===== src/reg_path_pkg.sv =====
//~~~~~~~~~~~~~~~~~~~~~~~~~~~~~~~~~~~~~~~~~~~~~~~~
// Shared types of the register write path.
// Field widths, the drop counter type and the
// write request struct carried by the slices.
//~~~~~~~~~~~~~~~~~~~~~~~~~~~~~~~~~~~~~~~~~~~~~~~~

package reg_path_pkg;

    localparam int ADDR_W = 8;   // Register address width.
    localparam int DATA_W = 32;  // One register word.
    localparam int STRB_W = DATA_W / 8;  // One strobe per byte lane.
    localparam int CNT_W  = 16;

    // Register address as seen on the host channel and on the readback port.
    typedef logic [ADDR_W-1:0] reg_addr_t;

    // Register value.
    typedef logic [DATA_W-1:0] reg_data_t;

    // Byte-lane strobes where bit b enables byte b of reg_data_t.
    typedef logic [STRB_W-1:0] reg_strb_t;

    // Count of writes dropped for an address outside the bank.
    typedef logic [CNT_W-1:0] err_cnt_t;

    // The counter stops here instead of wrapping.
    localparam err_cnt_t ERR_CNT_MAX = '1;

    // One write request of 44 bits in all.
    typedef struct packed {
        reg_addr_t addr;
        reg_data_t data;
        reg_strb_t strb;
    } wr_req_t;

endpackage


===== src/wr_ingress.sv =====
//~~~~~~~~~~~~~~~~~~~~~~~~~~~~~~~~~~~~~~~~~~~~~~~~
// Ingress filter of the host write channel.
// Forwards in-range writes, swallows and counts
// the rest.
//~~~~~~~~~~~~~~~~~~~~~~~~~~~~~~~~~~~~~~~~~~~~~~~~

`timescale 1ns/1ps

module wr_ingress
    import reg_path_pkg::*;
#(
    parameter int NUM_REGS = 16
)
(
    input  logic     clk,
    input  logic     rst_n,

    input  logic     host_valid,
    input  wr_req_t  host_req,
    output logic     host_ready,

    output logic     out_valid,
    output wr_req_t  out_req,
    input  logic     out_ready,

    output err_cnt_t drop_count
);

    logic in_range;
    logic drop;

    assign in_range = (int'(host_req.addr) < NUM_REGS);

    // The data path is pure wiring plus a mask on valid.
    assign out_valid = host_valid & in_range;
    assign out_req   = host_req;

    // A write that is going to be dropped never waits on the chain.
    assign host_ready = in_range ? out_ready : 1'b1;

    assign drop = host_valid & ~in_range; // Accepted and discarded this cycle.

    always_ff @(posedge clk or negedge rst_n)
    begin
        if (!rst_n)
            drop_count <= '0;
        else if (drop && (drop_count != ERR_CNT_MAX))
            drop_count <= drop_count + 1'b1;
    end

    // A stalled request is held by the host until it is taken or withdrawn.
    a_host_stable: assert property (
        @(posedge clk) disable iff (!rst_n)
        (host_valid && !host_ready) |=> (!host_valid || $stable(host_req))
    );

endmodule


===== src/reg_slice.sv =====
//~~~~~~~~~~~~~~~~~~~~~~~~~~~~~~~~~~~~~~~~~~~~~~~~
// Two-entry ping-pong register slice carrying
// one write request per entry.
//~~~~~~~~~~~~~~~~~~~~~~~~~~~~~~~~~~~~~~~~~~~~~~~~

`timescale 1ns/1ps

module reg_slice
    import reg_path_pkg::*;
(
    input  logic    clk,
    input  logic    rst_n,

    input  logic    in_valid,
    input  wr_req_t in_req,
    output logic    in_ready,

    output logic    out_valid,
    output wr_req_t out_req,
    input  logic    out_ready
);

    localparam int DEPTH = 2;

    wr_req_t          entry [DEPTH];
    logic [DEPTH-1:0] entry_valid;
    logic             wptr;          // Entry that takes the next write.
    logic             rptr;          // Entry that holds the oldest word.
    logic             push;
    logic             pop;

    assign push = in_valid & in_ready;
    assign pop  = out_valid & out_ready;

    // Full only when both entries hold a word, so a single stalled cycle
    // never blocks the upstream stage.
    assign in_ready  = ~(entry_valid[0] & entry_valid[1]);
    assign out_valid = entry_valid[0] | entry_valid[1];
    assign out_req   = entry[rptr];

    always_ff @(posedge clk or negedge rst_n)
    begin
        if (!rst_n)
            wptr <= 1'b0;
        else if (push)
            wptr <= ~wptr;
    end

    always_ff @(posedge clk or negedge rst_n)
    begin
        if (!rst_n)
            rptr <= 1'b0;
        else if (pop)
            rptr <= ~rptr;
    end

    always_ff @(posedge clk)
    begin
        if (push)
            entry[wptr] <= in_req;
    end

    // Push and pop never hit the same entry in one cycle.
    always_ff @(posedge clk or negedge rst_n)
    begin
        if (!rst_n)
            entry_valid <= '0;
        else
        begin
            for (int i = 0; i < DEPTH; i++)
            begin
                if (push && (wptr == i[0]))
                    entry_valid[i] <= 1'b1;
                else if (pop && (rptr == i[0]))
                    entry_valid[i] <= 1'b0;
            end
        end
    end

    // A stalled word is held until the next stage takes it.
    a_out_stable: assert property (
        @(posedge clk) disable iff (!rst_n)
        (out_valid && !out_ready) |=> (out_valid && $stable(out_req))
    );

endmodule


===== src/reg_bank.sv =====
//~~~~~~~~~~~~~~~~~~~~~~~~~~~~~~~~~~~~~~~~~~~~~~~~
// Register bank at the end of the write path.
// Byte-strobe merge, lock back-pressure and a
// combinational readback port.
//~~~~~~~~~~~~~~~~~~~~~~~~~~~~~~~~~~~~~~~~~~~~~~~~

`timescale 1ns/1ps

module reg_bank
    import reg_path_pkg::*;
#(
    parameter int NUM_REGS = 16
)
(
    input  logic      clk,
    input  logic      rst_n,

    input  logic      lock,

    input  logic      in_valid,
    input  wr_req_t   in_req,
    output logic      in_ready,

    input  reg_addr_t rd_addr,
    output reg_data_t rd_data
);

    localparam int IDX_W = (NUM_REGS > 1) ? $clog2(NUM_REGS) : 1;

    reg_data_t        regs [NUM_REGS];
    logic [IDX_W-1:0] wr_idx;
    logic [IDX_W-1:0] rd_idx;
    logic             wr_en;

    assign in_ready = ~lock;  // Lock stalls the whole chain behind it.
    assign wr_en    = in_valid & in_ready & (int'(in_req.addr) < NUM_REGS);
    assign wr_idx   = in_req.addr[IDX_W-1:0];
    assign rd_idx   = rd_addr[IDX_W-1:0];

    always_ff @(posedge clk or negedge rst_n)
    begin
        if (!rst_n)
        begin
            for (int r = 0; r < NUM_REGS; r++)
                regs[r] <= '0;
        end
        else if (wr_en)
        begin
            // Only the strobed byte lanes take the new data.
            for (int b = 0; b < STRB_W; b++)
            begin
                if (in_req.strb[b])
                    regs[wr_idx][8*b +: 8] <= in_req.data[8*b +: 8];
            end
        end
    end

    // Addresses past the bank read as zero.
    assign rd_data = (int'(rd_addr) < NUM_REGS) ? regs[rd_idx] : '0;

    // With lock high on the previous edge nothing was written, so the
    // readback of a steady address cannot move.
    a_locked_no_write: assert property (
        @(posedge clk) disable iff (!rst_n)
        ($past(lock) && $stable(rd_addr)) |-> $stable(rd_data)
    );

endmodule


===== src/reg_write_path.sv =====
//~~~~~~~~~~~~~~~~~~~~~~~~~~~~~~~~~~~~~~~~~~~~~~~~
// Top level of the register write path.
// Ingress filter, STAGES register slices, bank.
//~~~~~~~~~~~~~~~~~~~~~~~~~~~~~~~~~~~~~~~~~~~~~~~~

`timescale 1ns/1ps

module reg_write_path
    import reg_path_pkg::*;
#(
    parameter int STAGES   = 3,
    parameter int NUM_REGS = 16
)
(
    input  logic      clk,
    input  logic      rst_n,

    input  logic      host_valid,
    input  wr_req_t   host_req,
    output logic      host_ready,

    input  logic      lock,

    input  reg_addr_t rd_addr,
    output reg_data_t rd_data,

    output err_cnt_t  drop_count
);

    // Link s feeds slice s, link STAGES feeds the bank.
    logic    link_valid [STAGES+1];
    wr_req_t link_req   [STAGES+1];
    logic    link_ready [STAGES+1];

    wr_ingress #(
        .NUM_REGS (NUM_REGS)
    ) wr_ingress_i (
        .clk        (clk),
        .rst_n      (rst_n),
        .host_valid (host_valid),
        .host_req   (host_req),
        .host_ready (host_ready),
        .out_valid  (link_valid[0]),
        .out_req    (link_req[0]),
        .out_ready  (link_ready[0]),
        .drop_count (drop_count)
    );

    // One cycle of latency and two words of buffering per stage.
    for (genvar s = 0; s < STAGES; s++)
    begin : g_slice
        reg_slice reg_slice_i (
            .clk       (clk),
            .rst_n     (rst_n),
            .in_valid  (link_valid[s]),
            .in_req    (link_req[s]),
            .in_ready  (link_ready[s]),
            .out_valid (link_valid[s+1]),
            .out_req   (link_req[s+1]),
            .out_ready (link_ready[s+1])
        );
    end

    reg_bank #(
        .NUM_REGS (NUM_REGS)
    ) reg_bank_i (
        .clk      (clk),
        .rst_n    (rst_n),
        .lock     (lock),
        .in_valid (link_valid[STAGES]),
        .in_req   (link_req[STAGES]),
        .in_ready (link_ready[STAGES]),
        .rd_addr  (rd_addr),
        .rd_data  (rd_data)
    );

endmodule


===== config.mk =====
export PLATFORM = sky130hd
export DESIGN_NAME = reg_write_path
export DESIGN_NICKNAME = d
export VERILOG_FILES = /design/src/reg_path_pkg.sv /design/src/wr_ingress.sv /design/src/reg_slice.sv /design/src/reg_bank.sv /design/src/reg_write_path.sv
export SDC_FILE = /design/constraint.sdc
export NUM_CORES = 1
export LEC_CHECK = 0
export BUFFER_PORTS_ARGS = -buffer_cell sky130_fd_sc_hd__buf_2
export CAP_MARGIN = 20
export CORE_ASPECT_RATIO = 0.75
export CORE_MARGIN = 5
export CORE_UTILIZATION = 35
export DETAILED_ROUTE_END_ITERATION = 6
export PLACE_DENSITY_LB_ADDON = 0.05
export SYNTH_ARGS = -nofsm -noshare
export SYNTH_HDL_FRONTEND = slang
export SYNTH_SLANG_ARGS = --single-unit
export TNS_END_PERCENT = 1

===== constraint.sdc =====
create_clock -name clk -period 4.26 [get_ports clk]
set_input_delay 0.852 -clock clk [delete_from_list [all_inputs] [get_ports clk]]
set_output_delay 0.852 -clock clk [all_outputs]
set_load 0.005 [all_outputs]

==> impl_metrics.csv <==
group,metric,value,unit
status,status,"finished clean",
detailed_routing,routed_via_density,5.14,
synthesis,synth_top_family_by_area,"multiplexers",
place,dpl.hpwl,55.2,mm
synthesis,synth_area,34500,µm²
timing,finClkSkew,0.0183,ns
worst_hold_path,hold_path_class,"input port to asynchronous set/reset pin",
clocking,numCtsBuffers,87,
place,place_congestion,0.731,
timing,slew_viol_final,0,
timing,rsz0062_at_grt,"no",
die,start_util,0.354,
global_route,grt_pass1_wl,130,mm
critical_path,required,3.41,ns
synthesis,synthMuxAreaShare,0.312,
power,power_density,568,nW/µm²
critical_path,crit_end,"rd_data[27]",
global_route,overflow,0,
place,io_buffer_count,104,
critical_path,path_class,"input port to output pin",
timing,finalCritPeriodShare,0.857,
synthesis,ys_seq_elements,804,
critical_path,r2r_start,"g_slice[2].reg_slice_i.entry[1][43]$_DFFE_PP_",
synthesis,synth_cell_types,56,
layout,area_delta_synth_final,15.3,%
critical_path,r2r_cells,4,
timing,setup_viol,0,
power,clkPwrFrac,0.330,
synthesis,async_flop_share,0.672,
synthesis,yosysWarningCount,0,
layout,seq_area,21400,µm²
global_route,grt_max_degree,105,
critical_path,r2r_setup_slack,1.00,ns
clocking,cts_tree,"yes",
clocking,root_buffer,"clkbuf_16",
die,die_x,373,µm
detailed_routing,wirelength,84.8,mm
synthesis,synth-edff-count,264,
power,pwr-share-comb,0.214,
timing,relSlewSlack,0.183,
synthesis,seq_area_frac_synth,0.622,
layout,layout_commonest_cell,"mux2_2",
power,p_seq_frac,0.456,
clocking,h-tree-depth,3,
layout,drive_gt1_frac,0.503,
timing,worst_pin_slew,1.23,ns
critical_path,r2r-end,"reg_bank_i.regs[2]$_DFFE_PN0P_",
detailed_routing,drc,0,
timing,min_period,3.65,ns
synthesis,synthSimpleGateAreaFrac,0.0295,
clocking,clkLatencyLatePin,0.67,ns
clocking,postCtsHoldBufs,0,
clocking,cts.repair.resized,0,
synthesis,synth_top_area_frac,0.392,
detailed_routing,ant_nets,0,
die,core,97500,µm²
synthesis,synth_flop_cell,"dfrtp_1",
critical_path,critPathCaptureType,"output pin",
synthesis,synth_nets,2047,
critical_path,critPathMaxFanout,14,
power,switching_share,0.299,
timing,tns,0,ns
synthesis,synth_area_leaders,"dfrtp_1 39%, edfxtp_1 23%, mux2_2 21%",
synthesis,avgSynthCellArea,17.3,µm²
die,dieArea,105000,µm²
synthesis,yosysTopAreaCell,"dfrtp_1",
clocking,cts_buffer_depth,3,
clocking,cts.sinks,804,
critical_path,arrival,2.80,ns
critical_path,worstSetupStartpointType,"input port",
synthesis,synth_xor_area_frac,0.00381,
detailed_routing,dr.first_iter.drc_count,797,
detailed_routing,route.vias.total,18100,
die,die_h,282,µm
die,io_pins,105,
layout,nets,2197,
global_route,track_usage,0.165,
power,ir_drop,0.333,mV
synthesis,synth-compound-area-share,0.0193,
global_route,grt_pass1_vias,19900,
power,p_switching,6750,µW
global_route,antenna_found_initial,3,
critical_path,crit_start,"rd_addr[7]",
synthesis,syn_inst,1990,
power,p_int,15800,µW
layout,n_fill_cell,8855,
synthesis,synthAdderAreaFrac,0.000363,
clocking,post_cts_buffers,0,
detailed_routing,drt-pass1-iter-count,4,
layout,final_cell_mix,"639 x mux2_2, 537 x dfrtp_1, 264 x edfxtp_1",
detailed_routing,wire_per_inst,24.1,µm
die,rows,99,
clocking,clk_pin_slew,0.06,ns
power,p_leak,0.0175,µW
layout,multi_input_area,12600,µm²
flow_run,cap_violations,0,
timing,fmax,274,MHz
timing,hold_viol_final,0,
layout,final_util,0.408,
-- kinds of logic after synthesis --
kind of cell             Yosys count
multiplexers                     836
flip-flops                       804
AND/OR/NAND/NOR                  137
buffers and inverters            109
AO/OA/AOI/OAI                     88
XOR/XNOR                          15
adder cells (fa/ha/maj)            1
-- routing by layer --
layer | share of wire | up-vias | global-route usage | wire length (µm)
met2 | 0.48 | 220 | 0.266 | 40600
li1 | - | 8043 | - | -
met3 | 0.031 | 114 | 0.0323 | 2600
met5 | 0.00051 | - | 0 | 43
met4 | 0.018 | 6 | 0.0345 | 1530
met1 | 0.47 | 9749 | 0.234 | 40100
-- worst min path at each step --
stage	endpoint	depth (start not counted)	from	slack (ns)
final	reg_bank_i.regs[221]$_DFFE_PN0P_	1	rst_n	0.13
after detailed placement	reg_bank_i.regs[62]$_DFFE_PN0P_	1	reg_bank_i.regs[62]$_DFFE_PN0P_	0.49
after global placement	reg_bank_i.regs[22]$_DFFE_PN0P_	1	reg_bank_i.regs[22]$_DFFE_PN0P_	0.48
after floorplan	reg_bank_i.regs[423]$_DFFE_PN0P_	1	reg_bank_i.regs[423]$_DFFE_PN0P_	0.45
after global routing	reg_bank_i.regs[125]$_DFFE_PN0P_	1	rst_n	0.21
after CTS	reg_bank_i.regs[484]$_DFFE_PN0P_	1	rst_n	0.30
-- power groups by stage --
| stage | registers (µW) | clock network [µW] | logic (µW) |
|---|---|---|---|
| global route | 10500 | 8040 | 5270 |
| CTS | 10400 | 7730 | 4920 |
| detailed placement | 10500 | 0 | 4910 |
| finish | 10300 | 7450 | 4830 |
| global placement | 10500 | 0 | 4750 |
| floorplan | 10200 | 0 | 3390 |
-- registers in the layout (all words and copies together), names as in the netlist --
signal and count:
g_slice.reg_slice_i.wptr 3, reg_bank_i.regs 512, g_slice.reg_slice_i.entry 264, g_slice.reg_slice_i.entry_valid 6
wr_ingress_i.drop_count 16, g_slice.reg_slice_i.rptr 3
-- through the flow --
step / instance area (µm²) / worst slack [ns] / hold slack [ns] / power [µW] / instances
final: 39800 / 0.611 / 0.128 / 22600 / 3525
after global routing: 39800 / 0.451 / 0.214 / 23800 / 3524
after CTS: 39800 / 0.599 / 0.295 / 23000 / 3523
after detailed placement: 36900 / 0.616 / 0.488 / 15400 / 3363
after global placement: 36900 / 0.597 / 0.482 / 15300 / 3362
after floorplan: 34500 / 0.439 / 0.452 / 13600 / 1990
-- layout make-up --
type                    count  share of cell area
repair buffers            163              0.0299
diodes                      1           0.0000629
clock buffers             122              0.0621
multi-input cells        1077               0.318
well taps                1313              0.0413
flip-flops and latches    804               0.539
clock inverters            38             0.00903
inverters                   7            0.000660
-- worst max-delay path, cell delays in order --
cell	delay, ns
buf_2	0.10
nor4_1	0.41
nand2b_2	0.56
o22ai_1	0.65
buf_2	0.21
-- cells in the mapped netlist (3+ instances only) --
master	number
buf_2	21
a21oi_1	4
edfxtp_1	264
buf_4	6
nor4_1	4
o211ai_1	4
buf_1	8
nand3_1	40
nand2_1	18
nand4_1	12
nor3_1	4
xnor2_1	11
dfrtp_1	540
nor3b_4	11
clkbuf_1	67
o22ai_1	33
mux2_2	639
nand3b_1	3
a211oi_2	4
mux4_2	128
nor2_1	17
a211oi_1	9
nor3_4	14
xor2_1	4
mux2i_1	68
o21ai_0	11
inv_1	7
Note: power is estimated with default switching activity, not from simulation.
